## src/rtl/isa_pkg.sv

```systemverilog
// Instruction encoding only; opcodes above BEQ carry no meaning and run as no-ops in the core
package isa_pkg;

    // Field widths of the 32-bit instruction word
    localparam int INSTR_W   = 32;
    localparam int OPCODE_W  = 8;
    localparam int REG_IDX_W = 3;
    localparam int OPERAND_W = 8;  // Source 2 index and immediate share this byte
    localparam int OFFSET_W  = 8;

    localparam int OFFSET_SHIFT = 2;  // Branch offset counts words

    // Unused gaps in each view
    localparam int OPER_PAD_HI_W = 5;
    localparam int OPER_PAD_LO_W = 5;
    localparam int BR_PAD_W      = INSTR_W - OPCODE_W - OFFSET_W;

    typedef enum logic [OPCODE_W-1:0] {
        LOADI = 8'd0,
        MOV   = 8'd1,
        ADD   = 8'd2,
        SUB   = 8'd3,
        AND   = 8'd4,
        OR    = 8'd5,
        JUMP  = 8'd6,
        BEQ   = 8'd7
    } opcode_t;

    typedef logic [REG_IDX_W-1:0] reg_idx_t;

    // Register and immediate instructions
    typedef struct packed {
        opcode_t                  opcode;   // 31..24
        logic [OPER_PAD_HI_W-1:0] pad_hi;   // 23..19
        reg_idx_t                 dest;     // 18..16
        logic [OPER_PAD_LO_W-1:0] pad_lo;   // 15..11
        reg_idx_t                 src1;     // 10..8
        logic [OPERAND_W-1:0]     operand;  // Low bits name source 2
    } oper_view_t;

    // JUMP and BEQ read the offset from the destination byte
    typedef struct packed {
        opcode_t                     opcode;
        logic signed [OFFSET_W-1:0]  offset;  // 23..16
        logic [BR_PAD_W-1:0]         pad;
    } branch_view_t;

    // Same word seen two ways
    typedef union packed {
        oper_view_t   oper;
        branch_view_t br;
    } instr_u;

endpackage

```

## src/rtl/core_pkg.sv

```systemverilog
// Datapath types for a single-cycle core with no data memory; register write-back is the only result bus
package core_pkg;

    localparam int DATA_W   = 8;
    localparam int PC_W     = 32;
    localparam int NUM_REGS = 8;
    localparam int PC_STEP  = 4;  // Byte address of the next word

    typedef logic [DATA_W-1:0] data_t;
    typedef logic [PC_W-1:0]   pc_t;

    // ALU functions
    typedef enum logic [1:0] {
        ALU_FWD = 2'd0,  // Pass the second operand
        ALU_ADD = 2'd1,
        ALU_AND = 2'd2,
        ALU_OR  = 2'd3
    } alu_op_t;

    // Control bundle from the decoder
    typedef struct packed {
        alu_op_t alu_op;
        logic    negate;     // Two's complement of operand 2
        logic    use_imm;    // Immediate replaces operand 2
        logic    reg_write;
        logic    branch;
        logic    jump;
    } ctrl_t;

    // Register write-back, committed at the next edge when valid
    typedef struct packed {
        logic              valid;
        isa_pkg::reg_idx_t dest;
        data_t             data;
    } wb_t;

endpackage

```

## src/rtl/instr_decoder.sv

```systemverilog
// Purely combinational opcode decode; the clock and reset only serve the bundle check
`timescale 1ns/1ps

module instr_decoder (
    input  logic            CLK,
    input  logic            RESET,
    input  isa_pkg::instr_u instr,
    output core_pkg::ctrl_t ctrl
);

    import isa_pkg::*;
    import core_pkg::*;

    always_comb begin
        ctrl = '0;  // Anything unlisted is a no-op

        case (instr.oper.opcode)
            LOADI: begin
                ctrl.alu_op    = ALU_FWD;
                ctrl.use_imm   = 1'b1;
                ctrl.reg_write = 1'b1;
            end
            MOV: begin
                ctrl.alu_op    = ALU_FWD;
                ctrl.reg_write = 1'b1;
            end
            ADD: begin
                ctrl.alu_op    = ALU_ADD;
                ctrl.reg_write = 1'b1;
            end
            SUB: begin
                ctrl.alu_op    = ALU_ADD;  // Add the negated operand
                ctrl.negate    = 1'b1;
                ctrl.reg_write = 1'b1;
            end
            AND: begin
                ctrl.alu_op    = ALU_AND;
                ctrl.reg_write = 1'b1;
            end
            OR: begin
                ctrl.alu_op    = ALU_OR;
                ctrl.reg_write = 1'b1;
            end
            JUMP: begin
                ctrl.jump = 1'b1;
            end
            BEQ: begin
                // Compare by subtraction, result only feeds the zero test
                ctrl.alu_op = ALU_ADD;
                ctrl.negate = 1'b1;
                ctrl.branch = 1'b1;
            end
            default: begin
                ctrl = '0;
            end
        endcase
    end

    // A write never goes with a change of flow
    assert property (@(posedge CLK) disable iff (RESET)
        $onehot0({ctrl.reg_write, ctrl.branch, ctrl.jump}))
    else $error("Decoder raised more than one of write, branch and jump");

endmodule

```

## src/rtl/reg_file.sv

```systemverilog
// Eight registers with async reads and one write per clock; writes show after the edge
`timescale 1ns/1ps

module reg_file (
    input  logic              CLK,
    input  logic              RESET,
    input  isa_pkg::reg_idx_t rd_idx1,
    input  isa_pkg::reg_idx_t rd_idx2,
    output core_pkg::data_t   rd_data1,
    output core_pkg::data_t   rd_data2,
    input  core_pkg::wb_t     wb
);

    import core_pkg::*;

    data_t regs [NUM_REGS];

    // Read ports
    assign rd_data1 = regs[rd_idx1];
    assign rd_data2 = regs[rd_idx2];

    // Write port
    always_ff @(posedge CLK) begin
        if (RESET) begin
            for (int i = 0; i < NUM_REGS; i++) begin
                regs[i] <= '0;
            end
        end else if (wb.valid) begin
            regs[wb.dest] <= wb.data;
        end
    end

endmodule

```

## src/rtl/execute_unit.sv

```systemverilog
// Combinational execute stage; BEQ uses the same subtract path as SUB and never writes a register
`timescale 1ns/1ps

module execute_unit (
    input  isa_pkg::instr_u instr,
    input  core_pkg::ctrl_t ctrl,
    input  core_pkg::data_t rd_data1,
    input  core_pkg::data_t rd_data2,
    output core_pkg::wb_t   wb,
    output logic            take_target
);

    import core_pkg::*;

    data_t negated;     // Two's complement of source 2
    data_t operand_b;
    data_t alu_result;
    logic  zero;

    assign negated = ~rd_data2 + data_t'(1);

    // Immediate wins over the register path
    always_comb begin
        if (ctrl.use_imm) begin
            operand_b = instr.oper.operand;
        end else if (ctrl.negate) begin
            operand_b = negated;
        end else begin
            operand_b = rd_data2;
        end
    end

    // ALU
    always_comb begin
        case (ctrl.alu_op)
            ALU_FWD: alu_result = operand_b;
            ALU_ADD: alu_result = rd_data1 + operand_b;  // Wraps at 8 bits
            ALU_AND: alu_result = rd_data1 & operand_b;
            ALU_OR:  alu_result = rd_data1 | operand_b;
            default: alu_result = operand_b;
        endcase
    end

    assign zero = (alu_result == '0);

    // Write-back bundle
    assign wb.valid = ctrl.reg_write;
    assign wb.dest  = instr.oper.dest;
    assign wb.data  = alu_result;

    // Jump always, branch only on equal operands
    assign take_target = ctrl.jump | (ctrl.branch & zero);

endmodule

```

## src/rtl/next_pc_unit.sv

```systemverilog
// PC register with relative jumps from PC+4; the target wraps silently at 32 bits
`timescale 1ns/1ps

module next_pc_unit (
    input  logic            CLK,
    input  logic            RESET,
    input  isa_pkg::instr_u instr,
    input  logic            take_target,
    output core_pkg::pc_t   pc
);

    import isa_pkg::*;
    import core_pkg::*;

    pc_t pc_seq;       // Address of the following word
    pc_t offset_ext;   // Offset in bytes
    pc_t target;

    assign pc_seq = pc + pc_t'(PC_STEP);

    // Sign extend, then scale words to bytes
    assign offset_ext = {{(PC_W - OFFSET_W){instr.br.offset[OFFSET_W-1]}}, instr.br.offset}
                        << OFFSET_SHIFT;

    assign target = pc_seq + offset_ext;

    always_ff @(posedge CLK) begin
        if (RESET) begin
            pc <= '0;
        end else if (take_target) begin
            pc <= target;
        end else begin
            pc <= pc_seq;
        end
    end

    // Fetch stays word aligned
    assert property (@(posedge CLK) disable iff (RESET) pc[1:0] == 2'b00)
    else $error("PC lost word alignment");

endmodule

```

## src/rtl/cpu_core.sv

```systemverilog
// Single-cycle core top; the instruction must be stable for the whole cycle that pc selects it
`timescale 1ns/1ps

module cpu_core (
    input  logic            CLK,
    input  logic            RESET,
    input  isa_pkg::instr_u instr,
    output core_pkg::pc_t   pc,
    output core_pkg::wb_t   wb
);

    import isa_pkg::*;
    import core_pkg::*;

    ctrl_t ctrl;
    data_t rd_data1;
    data_t rd_data2;
    logic  take_target;

    // Decode and register read run side by side
    instr_decoder u_decoder (
        .CLK   (CLK),
        .RESET (RESET),
        .instr (instr),
        .ctrl  (ctrl)
    );

    reg_file u_reg_file (
        .CLK      (CLK),
        .RESET    (RESET),
        .rd_idx1  (instr.oper.src1),
        .rd_idx2  (instr.oper.operand[REG_IDX_W-1:0]),  // Source 2 is the low bits
        .rd_data1 (rd_data1),
        .rd_data2 (rd_data2),
        .wb       (wb)
    );

    execute_unit u_execute (
        .instr       (instr),
        .ctrl        (ctrl),
        .rd_data1    (rd_data1),
        .rd_data2    (rd_data2),
        .wb          (wb),
        .take_target (take_target)
    );

    next_pc_unit u_next_pc (
        .CLK         (CLK),
        .RESET       (RESET),
        .instr       (instr),
        .take_target (take_target),
        .pc          (pc)
    );

endmodule

```

## config.mk

```make
export PLATFORM = sky130hd
export DESIGN_NAME = cpu_core
export DESIGN_NICKNAME = d
export VERILOG_FILES = /design/src/rtl/isa_pkg.sv /design/src/rtl/core_pkg.sv /design/src/rtl/instr_decoder.sv /design/src/rtl/reg_file.sv /design/src/rtl/execute_unit.sv /design/src/rtl/next_pc_unit.sv /design/src/rtl/cpu_core.sv
export SDC_FILE = /design/constraint.sdc
export NUM_CORES = 1
export LEC_CHECK = 0
export BUFFER_PORTS_ARGS = -buffer_cell sky130_fd_sc_hd__buf_2
export CORE_AREA = 2 2 119 132
export CTS_CLUSTER_DIAMETER = 40
export DETAILED_ROUTE_END_ITERATION = 16
export DIE_AREA = 0 0 121 134
export GPL_TIMING_DRIVEN = 0
export PLACE_DENSITY_LB_ADDON = 0.15
export SYNTH_ARGS = -nofsm -noshare
export SYNTH_HDL_FRONTEND = slang
export SYNTH_SLANG_ARGS = --single-unit
```

## constraint.sdc

```tcl
create_clock -name CLK -period 4.85 [get_ports CLK]
set_input_delay 0.2425 -clock CLK [delete_from_list [all_inputs] [get_ports CLK]]
set_output_delay 0.2425 -clock CLK [all_outputs]
set_load 0.02 [all_outputs]
```

# After elaboration in Yosys (flattened, before gate mapping)

Memory sizes are Yosys's and may differ from the RTL's.
Cells that the tools add are included.

Flip-flop bits (word level): 32
Latch bits: 0
RAM bits: 64
Memory bits (read-only): 0
Bits of input ports: 34
Output and inout port bits: 44
Logic and storage cells: 46
Memories: 1

Add/sub/neg operators: 4
Multipliers: 0
Div/mod/pow operators: 0
Magnitude comparators: 0
Equal/unequal tests: 10
Shifts and indexed selects: 0
Multiplexer cells: 18
Bitwise operators: 5
Reduce and logical (&&, ||, !) cells: 7

Memory list:

| memory          | depth | width | read ports | clocked after memory_dff | wr ports | RTL line       | RTL |
|---|---|---|---|---|---|---|---|
| u_reg_file.regs | 8     | 8     | 2          | 0                        | 8        | reg_file.sv:16 | `data_t regs [NUM_REGS];` |

Operators with widths:

| operator                                      | count |
|---|---|
| adder 32 x 3 -> 32 bit, second input constant | 1 |
| adder 32 bit                                  | 1 |
| == test 8 x 3 -> 1 bit, second input constant | 4 |
| 2-to-1 mux 32 bit                             | 1 |
| case mux 8 bit (4 select lines)               | 1 |
| 2-to-1 mux 8 bit                              | 3 |
| == test 8 x 2 -> 1 bit, second input constant | 2 |
| logical NOT 8 bit                             | 2 |
| 2-to-1 mux 1 bit                              | 11 |
| adder 8 x 1 -> 8 bit, second input constant   | 1 |
| adder 8 bit                                   | 1 |
| bitwise AND 8 bit                             | 1 |
| == test 8 x 1 -> 1 bit, second input constant | 1 |
| inverter 8 bit                                | 1 |
| bitwise OR 8 bit                              | 1 |
| OR reduction 8 bit                            | 1 |
| case mux 2 bit (3 select lines)               | 1 |
| OR reduction 6 bit                            | 1 |
| == test 2 bit, second input constant          | 2 |
| 2-to-1 mux 3 bit                              | 1 |
| OR reduction 3 bit                            | 1 |
| == test 2 x 1 -> 1 bit, second input constant | 1 |
| logical NOT 2 bit                             | 1 |
| OR reduction 2 bit                            | 1 |
| other kinds (2)                               | 2 |

# Longest topological paths before layout

Gate-level depths: netlist (run 1).

Depth in word-level cells: 11
Depth in mapped cells: 25
Depth with buffers taken out: 20

# Cells and area by module

A second synthesis (run 1) with hierarchy kept.

Cells, all modules: 820
Area total of the unflattened synthesis: 8096.5 um2

Modules (own cells, without submodules):

| module        | times used | cells an instance | area an instance (um2) | seq. area each (um2) |
|---|---|---|---|---|
| reg_file      | 1          | 222               | 3540.9                 | 1921.8 |
| next_pc_unit  | 1          | 425               | 3253.1                 | 600.6 |
| execute_unit  | 1          | 159               | 1172.4                 | 0.0 |
| instr_decoder | 1          | 14                | 130.1                  | 0.0 |

# Least setup slack after synthesis (run 1)

No wires, ideal clock.

Kind: input to register
Start: input instr[2] (netlist bit)
End: register u_next_pc.pc[17]
Library setup time: 128 ps
Arrival time: 4697 ps
Data required time: 4722 ps
Path slack: 26 ps
Stages on the path: 21
Path buffers: 4
Cells stage by stage: clkbuf_1 buf_2 mux2i_1 mux4_2 ha_1 o22ai_1 a32oi_1 inv_1 ha_1 a21o_1 a211o_1 a21oi_1 xnor2_1 a21oi_2 nand4_2 a2111oi_4 a31o_1 buf_6 buf_12 mux2i_1 nor2_1

Longest elaborated chain between the ends: 11
Elaborated cells on any way between the ends: 13
Classes of those cells: add/sub (2); mux (4); bitwise (5); reduce/logical (1); memory (1)

Ends and longest elaborated chain:

| item                                      | RTL line           | RTL |
|---|---|---|
| start: declaration                        | cpu_core.sv:7      | `input isa_pkg::instr_u instr,` |
| memory read (8 x 8 bit)                   | n/a                |  |
| inverter 8 bit                            | execute_unit.sv:20 | `assign negated = ~rd_data2 + data_t'(1);` |
| adder 8 x 1 -> 8 bit                      | execute_unit.sv:20 |  |
| 2-to-1 mux 8 bit                          | execute_unit.sv:26 | `end else if (ctrl.negate) begin` |
| 2-to-1 mux 8 bit (*)                      | execute_unit.sv:24 | `if (ctrl.use_imm) begin` |
| adder 8 bit, or another cell as far along | execute_unit.sv:37 | `ALU_ADD: alu_result = rd_data1 + operand_b;` |
| case mux 8 bit (4 select lines) (*)       | execute_unit.sv:35 | `case (ctrl.alu_op)` |
| logical NOT 8 bit (*)                     | execute_unit.sv:44 | `assign zero = (alu_result == '0);` |
| bitwise AND 1 bit (*)                     | execute_unit.sv:52 | `assign take_target = ctrl.jump \| (ctrl.branch & zero);` |
| bitwise OR 1 bit (*)                      | execute_unit.sv:52 |  |
| 2-to-1 mux 32 bit (*)                     | next_pc_unit.sv:30 | `end else if (take_target) begin` |
| end signal: assignment                    | next_pc_unit.sv:31 | `pc <= target;` |
| end signal: assignment                    | next_pc_unit.sv:33 | `pc <= pc_seq;` |
| end: declaration                          | next_pc_unit.sv:9  | `output core_pkg::pc_t pc` |

Mark *: on every way between the ends. The rest lies on a longest branch, timed or not.
A chain may end at the register's enable or synchronous reset.

==> run metrics, run 1 <==
status=finished, final reports clean; period utilisation layout=96.15%; Layout Skew=0.01415 ns; max_slew headroom=48.59%; final worst slack=0.1868 ns; min Tclk post-route=4.663 ns; Max Slew Vio Count=0; antenna violations before repair=0; Clk Latency, worst-skew pair=0.36 ns; Worst-Margin Slew=0.7712 ns; Post-route DRC=0; CP top delay family=multiplexers; Mean Syn Cell Area=9.603 um2; IO Port Bufs=65; Hold EP=u_next_pc.pc[29]; starting DRC count in detailed routing=501; non-filler cells, final=1078; Synth Register Bits=94; antenna violation net count after detailed routing=0; Cell Area, Placed=8189 um2; routed vias/inst=6.050; # nets final=960; sequential share of the synthesized area=33.13%; maximum root-to-sink buffer count=2; RSZ-0062 raised after global routing=no; vias in the first global route=6432; buffer and inverter count on the worst path=4; Hold Path Depth=2; reg2reg end=u_next_pc.pc[22]; Pre-antenna DRT Iters=5; count of final setup violators=0; CTS tree=built; CP max stage cell=mux4_2; Root Buffer=clkbuf_16; Required @ worst endpoint=5.08 ns; row count=47; num ports=78; FILL cells=1310; synthesized area=7615 um2; synth unique cells=73; post-synth top area cell=edfxtp_1; final wirelength=20.85 mm; pre-CTS WS=-1.029 ns; reg-to-reg startpoint=u_reg_file.regs[5][0]; IR drop worst, VDD=0.1684 mV; P_leak=0.003712 uW; DIE WIDTH=121 um; worst setup path start=u_reg_file.regs[5][0]; placed cells=1055; H-tree depth=3; Area Growth Syn to Fin=14.03%; asr flop ratio synth=0%; DIE AREA=16210 um2; final hold vios=0; predominant post-synthesis flop cell=edfxtp_1; top cell type's share of synthesized area=25.24%; Startpoint Class=flop; remaining global-route overflow=0; layout cells sized above 1=19.39%; DIE HEIGHT=134 um; Avg WL per Cell=19.34 um; fin area=8683 um2; GPL Wtd Cong=0.9195; CP max FO=10; EDFF count, synth=64; first-pass GRT wire length=32.71 mm; Initial Util=51.18%; Crit Path Category=flop to flop; hold_buf cts=0; DR vias=6522; critical path endpoint category=flop; core box area=14880 um2; final core area utilization=58.36%; gr usage total=26.00%; Worst Reg-to-Reg Cells=22; largest net degree at the start of global routing=25; Worst path max stage delay=0.49 ns; Antenna Cells=0; yosys warns=0; CP Cell Sequence=mux4_2, mux2_4, inv_1, ha_1, nor2_1, xnor2_1, nand2_1, nand2_1, ha_2, mux2_2, o22a_1, o211ai_1, a32o_2, buf_6, and4_1, nand4_2, a2111oi_4, a31o_1, buf_6, buf_12, mux2i_2, nor2_1; clock-pin slew on the worst setup and hold paths=0.08 ns; pwr/cell area=242.3 nW/um2; CTS sink cnt=94; Hold Crit Start=RESET; worst hold path type=input port to flop; Peak Freq=214.4 MHz; maxcap violations=0; top cells by area, synth=edfxtp_1 (25%), mux4_2 (8.9%), dfxtp_1 (7.9%); hpwl dp=15.37 mm; CTS Buf Count=9; Data arrival, critical path=4.89 ns; R2R setup slack=0.19 ns; Syn Inst Count=793
[placed cells by master, fill, tap and decap left out, types with 3 or more instances in the layout]
master	netlist	final
a211o_1	4	4
a211oi_1	10	8
a21boi_0	3	3
a21o_1	11	11
a21oi_1	39	39
a31o_1	3	3
a31oi_1	3	3
and3_1	11	11
and4_1	5	5
buf_2	6	69
buf_4	6	15
buf_6	2	4
clkbuf_1	19	15
clkbuf_16	0	9
dfxtp_1	30	30
edfxtp_1	64	64
ha_1	47	45
inv_1	49	49
mux2_2	6	5
mux2i_1	53	50
mux2i_2	1	3
mux4_2	30	30
nand2_1	60	60
nand2b_1	4	4
nand3_1	28	28
nand4_1	7	7
nor2_1	124	124
nor2b_1	13	13
nor3_1	8	6
o211ai_1	5	5
o21a_1	5	5
o21ai_0	19	19
o21bai_1	3	3
o22ai_1	3	3
o31ai_1	3	3
xnor2_1	44	44
xor2_1	15	15
[worst max path at each step]
stage | end | cells after the start
after floorplan | u_next_pc.pc[17] | 21
after global placement | u_next_pc.pc[23] | 21
after detailed placement | u_next_pc.pc[22] | 21
after CTS | u_next_pc.pc[22] | 21
after global routing | u_next_pc.pc[22] | 22
final | u_next_pc.pc[22] | 22
[through the flow]
stage | hold WS, ns | total power (uW) | setup TNS, ns
4_1_cts | 0.2041 | 2090 | 0
3_3_place_gp | 0.5810 | 1333 | -31.14
5_1_grt | 0.2140 | 2181 | 0
3_5_place_dp | 0.5826 | 1345 | -37.55
6_report | 0.2111 | 2104 | 0
2_1_floorplan | 0.3483 | 1222 | 0
[final cells by class]
type / count / area [um2] / area share (%)
buffer: 36 / 250.2 / 2.882
clock buffer: 9 / 225.2 / 2.594
clock inverter: 7 / 80.08 / 0.9222
inverter: 49 / 183.9 / 2.118
multi-input combinational: 614 / 4791 / 55.17
sequential: 94 / 2522 / 29.05
tap: 196 / 245.2 / 2.824
timing repair buffer: 73 / 385.4 / 4.438
[state kept, by name, summed over array words and instances (netlist names)]
signal,count
u_reg_file.regs,64
u_next_pc.pc,30
[cell families (layout without fill, tap and decap cells)]
group                    Yosys count  count (layout)  share of synthesized area, %
other                              1               2                       0.04925
AO/OA/AOI/OAI                    135             135                         12.21
buffers and inverters             86             174                         5.406
XOR/XNOR                          59              59                         6.786
AND/OR/NAND/NOR                  278             278                         16.97
multiplexers                      91              91                         17.20
flip-flops                        94              94                         33.13
adder cells (fa/ha/maj)           49              49                         8.248
[repair_timing]
item / in CTS / in global routing
endpoints found under the setup margin: 49 / 26
cloned: 0 / 0
buffers inserted: 2 / 6
gates resized for setup: 11 / 20
pin swaps: 3 / 5
[power breakdown]
part	internal (uW)	switching [uW]	leakage, uW
registers	875	16.1	0.000904
logic	192	277	0.00266
clock network	408	337	0.000150
[metal layers]
metal | vias to the layer above | wire length [um] | share of wire (%) | track usage [%]
li1 | 3046 | - | - | -
met1 | 3165 | 8322 | 40 | 31.14
met2 | 259 | 10740 | 52 | 46.54
met3 | 52 | 1123 | 5.4 | 3.231
met4 | 0 | 662 | 3.2 | 11.37
met5 | - | 0 | 0 | 0
[synthesized netlist by cell type, types with 15 or more instances]
| master | n |
|---|---|
| edfxtp_1 | 64 |
| mux2i_1 | 53 |
| nand3_1 | 28 |
| nand2_1 | 60 |
| xnor2_1 | 44 |
| dfxtp_1 | 30 |
| clkbuf_1 | 19 |
| mux4_2 | 30 |
| o21ai_0 | 19 |
| inv_1 | 49 |
| a21oi_1 | 39 |
| ha_1 | 47 |
| nor2_1 | 124 |
| xor2_1 | 15 |
(Power assumes the default switching activity.)
==> run 2, diff against run 1 <==
Settings changed: CORE_AREA 2 2 119 132 to 2 2 148 107, DIE_AREA 0 0 121 134 to 0 0 150 109.
==> run 2 against run 1 <==
  * Register-to-register slack got worse by 0.05 ns
  * Global-route usage rose by 0.73 points
  * Combinational power rose by 3%
  * Utilization fell by 0.48 points
  * Largest cell class unchanged
  * Critical path depth did not move
  * Highest routed layer unchanged
==> run metrics, run 2 (synthesis gave the netlist of run 1 again) <==
Area Growth Syn to Fin=14.21%; count of final setup violators=0; setup_tns=0 ns; antenna violation net count after detailed routing=0; gr usage total=26.73%; Layout Skew=0.01026 ns; RSZ-0062 raised after global routing=no; CTS sink cnt=94; Root Buffer=clkbuf_16; placed cells=1059; Antenna Cells=0; Avg WL per Cell=19.70 um; maximum root-to-sink buffer count=2; clock-pin slew on the worst setup and hold paths=0.07 ns; GPL Wtd Cong=0.9507; routed vias/inst=5.998; Pre-antenna DRT Iters=5; worst hold path type=input port to flop; critical path endpoint category=flop; highest routed layer=met4; status=finished, final reports clean; final wirelength=21.32 mm; multi-input logic area=4797 um2; most frequent cells in the layout=nor2_1 (124), buf_2 (69), edfxtp_1 (64); most common library cell in the layout ignoring fill and taps=nor2_1; Worst-Margin Slew=0.7593 ns; P_leak=0.003703 uW; Data arrival, critical path=4.94 ns; DIE HEIGHT=109 um; maxcap violations=0; num ports=78; hpwl dp=15.78 mm; starting DRC count in detailed routing=629; pwr/cell area=245.1 nW/um2; CTS Buf Count=9; max_slew headroom=48.38%; max reg flops=64; Crit Path Category=flop to flop; FILL cells=1340; hold_buf cts=0; min Tclk post-route=4.713 ns; Startpoint Class=flop; IO Port Bufs=65; Initial Util=50.68%; largest registers=u_reg_file.regs x64, u_next_pc.pc x30; row count=38; period utilisation layout=97.17%; non-filler cells, final=1082; CP max FO=10; Max Slew Vio Count=0; register area=2522 um2; M1 WL=9.796 mm; vias in the first global route=6093; H-tree depth=3; IR drop worst, VDD=0.1871 mV; core box area=15020 um2; largest net degree at the start of global routing=25; first-pass GRT wire length=33.20 mm; final hold vios=0; antenna violations before repair=0; DIE WIDTH=150 um; CTS tree=built; # nets final=960; remaining global-route overflow=0; WL met2=9.369 mm; layout cells sized above 1=19.61%; Post-route DRC=0; Largest Register=u_reg_file.regs; DR vias=6490; Clk Latency, worst-skew pair=0.35 ns; routed wl met3=1.858 mm; DIE AREA=16350 um2; Required @ worst endpoint=5.08 ns; Peak Freq=212.2 MHz
-- run 2: layout make-up --
class	instances	area share (%)
clock inverters	5	0.7049
plain buffers	36	2.791
well taps	200	2.877
clock buffers	11	2.920
flip-flops and latches	94	29.00
inverters	49	2.115
multi-input cells	614	55.16
repair buffers	73	4.431
-- run 2: power breakdown --
part / switching [uW] / total (uW) / leakage, uW / internal (uW)
Combinational: 289 / 483 / 0.00265 / 194
Clock: 322 / 757 / 0.000152 / 436
Sequential: 16.5 / 892 / 0.000904 / 875
-- run 2: worst paths after layout --
path | startpoint | to | slack [ns] | cells past startpoint
min | RESET | u_next_pc.pc[29] | 0.19 | 2
max | u_reg_file.regs[5][0] | u_next_pc.pc[20] | 0.14 | 22
max reg2reg | u_reg_file.regs[5][0] | u_next_pc.pc[20] | 0.14 | 22
min reg2reg | u_next_pc.pc[31] | u_next_pc.pc[31] | 0.64 | 3
-- run 2: what timing repair did --
action | 4_1_cts | 5_1_grt
gates resized for setup | 11 | 25
setup buffers | 2 | 6
endpoints found under the hold margin | 0 | 0
setup endpoints to repair | 41 | 32
pin swaps | 3 | 6
-- run 2: metal layers --
metal	vias up	track usage, %
met5	-	0
met4	0	6.199
met3	22	5.983
met2	285	40.31
met1	3144	39.27
li1	3039	-
-- run 2: worst max-delay path: stages (launching register included) --
cell and delay [ns]:
edfxtp_1 0.43, mux4_2 0.53, mux2_4 0.33, inv_1 0.06
ha_1 0.16, nor2_1 0.06, xnor2_1 0.13, nand2_1 0.10
nand2_1 0.09, ha_2 0.20, mux2_2 0.26, o22a_1 0.19
o211ai_1 0.26, a32o_2 0.18, buf_6 0.10, and4_4 0.23
nand4_4 0.14, a2111oi_4 0.34, a31o_1 0.21, buf_6 0.15
buf_12 0.15, mux2i_1 0.23, nor2_1 0.06
-- run 2: per-stage QoR --
stage,setup WS (ns),total power (uW),cell area (um2),hold WS [ns],util [%]
after floorplan,0.02585,1222,7619,0.3483,-
after global placement,-0.9287,1336,8194,0.5397,54.54
after global routing,0.02211,2214,8697,0.1991,57.89
after CTS,0.01473,2113,8564,0.1687,57.00
after detailed placement,-1.090,1349,8194,0.5370,54.54
final,0.1372,2132,8697,0.1931,57.89
==> run 3, diff against run 2 <==
Settings changed: CELL_PAD_IN_SITES_DETAIL_PLACEMENT from default to 1, CELL_PAD_IN_SITES_GLOBAL_PLACEMENT from default to 1, CORE_AREA 2 2 148 107 to 2 2 164 118, DIE_AREA 0 0 150 109 to 0 0 166 120.
==> run 3 against run 2 <==
  * Clock-buffer cell count down 2
  * Worst setup slack better by 0.027 ns
  * Critical path type is now input port to flop
  * Worst hold slack better by 0.017 ns
  * Sequential share of layout area down 0.87 points
  * Combinational power up 6.8%
==> run metrics, run 3 (synthesis gave the netlist of run 1 again) <==
count of final setup violators=0; starting DRC count in detailed routing=577; largest registers=u_reg_file.regs x64, u_next_pc.pc x30; antenna violations before repair=0; clock-pin slew on the worst setup and hold paths=0.08 ns; Avg WL per Cell=22.95 um; final worst slack=0.1644 ns; layout cells sized above 1=21.92%; Area Growth Syn to Fin=17.76%; Post-route DRC=0; maximum root-to-sink buffer count=2; CTS sink cnt=94; IR drop worst, VDD=0.1759 mV; critical path endpoint category=flop; Worst-Margin Slew=0.8391 ns; max_slew headroom=44.06%; GPL Wtd Cong=0.8742; largest net degree at the start of global routing=25; routed vias/inst=5.921; period utilisation layout=96.61%; Largest Register=u_reg_file.regs; gr usage total=25.46%; non-filler cells, final=1136; Root Buffer=clkbuf_16; min Tclk post-route=4.686 ns; Required @ worst endpoint=5.08 ns; core box area=18450 um2; DIE AREA=19920 um2; most frequent cells in the layout=nor2_1 (124), buf_2 (70), edfxtp_1 (64); hold_buf cts=0; # nets final=972; worst hold margin=0.2105 ns; CP max FO=10; Antenna Cells=0; pwr/cell area=239.4 nW/um2; Max Slew Vio Count=0; placed cells=1101; Clk Latency, worst-skew pair=0.36 ns; Layout Skew=0.01671 ns; max reg flops=64; row count=42; CTS tree=built; most common library cell in the layout ignoring fill and taps=nor2_1; DIE WIDTH=166 um; Startpoint Class=input port; CTS Buf Count=9; H-tree depth=3; status=finished, final reports clean; final hold vios=0; P_leak=0.003833 uW; pre-CTS WS=-1.173 ns; Crit Path Category=input port to flop; Data arrival, critical path=4.91 ns; IO Port Bufs=65; DR vias=6726; final wirelength=26.07 mm; worst hold path type=input port to flop; num ports=78; hpwl dp=19.04 mm; Initial Util=41.28%; total power=2147 uW; Pre-antenna DRT Iters=5; maxcap violations=0; vias in the first global route=6788; Peak Freq=213.4 MHz; first-pass GRT wire length=38.85 mm; DIE HEIGHT=120 um; antenna violation net count after detailed routing=0; remaining global-route overflow=0
==> run 3: worst max-delay path, stage by stage <==
cell	delay [ns]
buf_2	0.16
clkbuf_1	0.63
mux4_2	0.49
ha_2	0.35
o22ai_1	0.06
a32oi_2	0.29
inv_2	0.08
fa_2	0.37
xor2_2	0.20
o211ai_1	0.11
o211ai_1	0.15
a32o_2	0.16
buf_6	0.09
and4_1	0.19
nand4_2	0.13
a2111oi_4	0.38
a31o_4	0.25
buf_12	0.11
clkbuf_16	0.13
buf_4	0.10
mux2i_1	0.17
nor2_1	0.05
==> run 3: layer usage <==
metal  vias to the layer above  track usage (%)  wire length (um)
met3                        25            6.629              2182
met1                      3386            36.71             12130
met5                         -                0                 0
met4                         0            5.380               299
met2                       257            38.54             11450
li1                       3058                -                 -
==> run 3: power breakdown <==
group / leakage, uW / internal, uW / switching [uW] / total [uW]
combinational: 0.00279 / 203 / 313 / 516
clock: 0.000143 / 365 / 373 / 738
sequential: 0.000904 / 875 / 18.0 / 893
total: 0.00383 / 1440 / 704 / 2150
==> run 3: final cells by class <==
class                   count  area (um2)
plain buffers              36       257.7
clock buffers               9       225.2
clock inverters             7       72.57
fillers                  2095        9478
inverters                  49       183.9
multi-input cells         614        4862
flip-flops and latches     94        2522
well taps                 242       302.8
repair buffers             85       540.5
==> run 3: timing repair <==
item	in CTS	in global routing
gates cloned	0	3
setup endpoints to repair	50	33
pin swaps	5	13
resized for setup	15	41
hold endpoints to repair	0	0
setup buffers	3	14
==> run 3: through the flow <==
stage | utilization [%] | setup TNS (ns) | cell area, um2
after floorplan | - | 0 | 7619
after global placement | 44.71 | -38.97 | 8247
after detailed placement | 44.74 | -41.49 | 8252
after CTS | 46.82 | -0.00004396 | 8636
after global routing | 48.62 | -0.4179 | 8967
final | 48.62 | 0 | 8967
==> run 3: path summary, 6_finish.rpt <==
check	cells past startpoint	startpoint	end	slack, ns
worst max-delay path	22	instr[1]	u_next_pc.pc[4]	0.16
worst min-delay path	2	RESET	u_next_pc.pc[29]	0.21
worst max register to register	21	u_reg_file.regs[4][0]	u_next_pc.pc[4]	0.17
worst min register to register	3	u_next_pc.pc[2]	u_next_pc.pc[2]	0.68
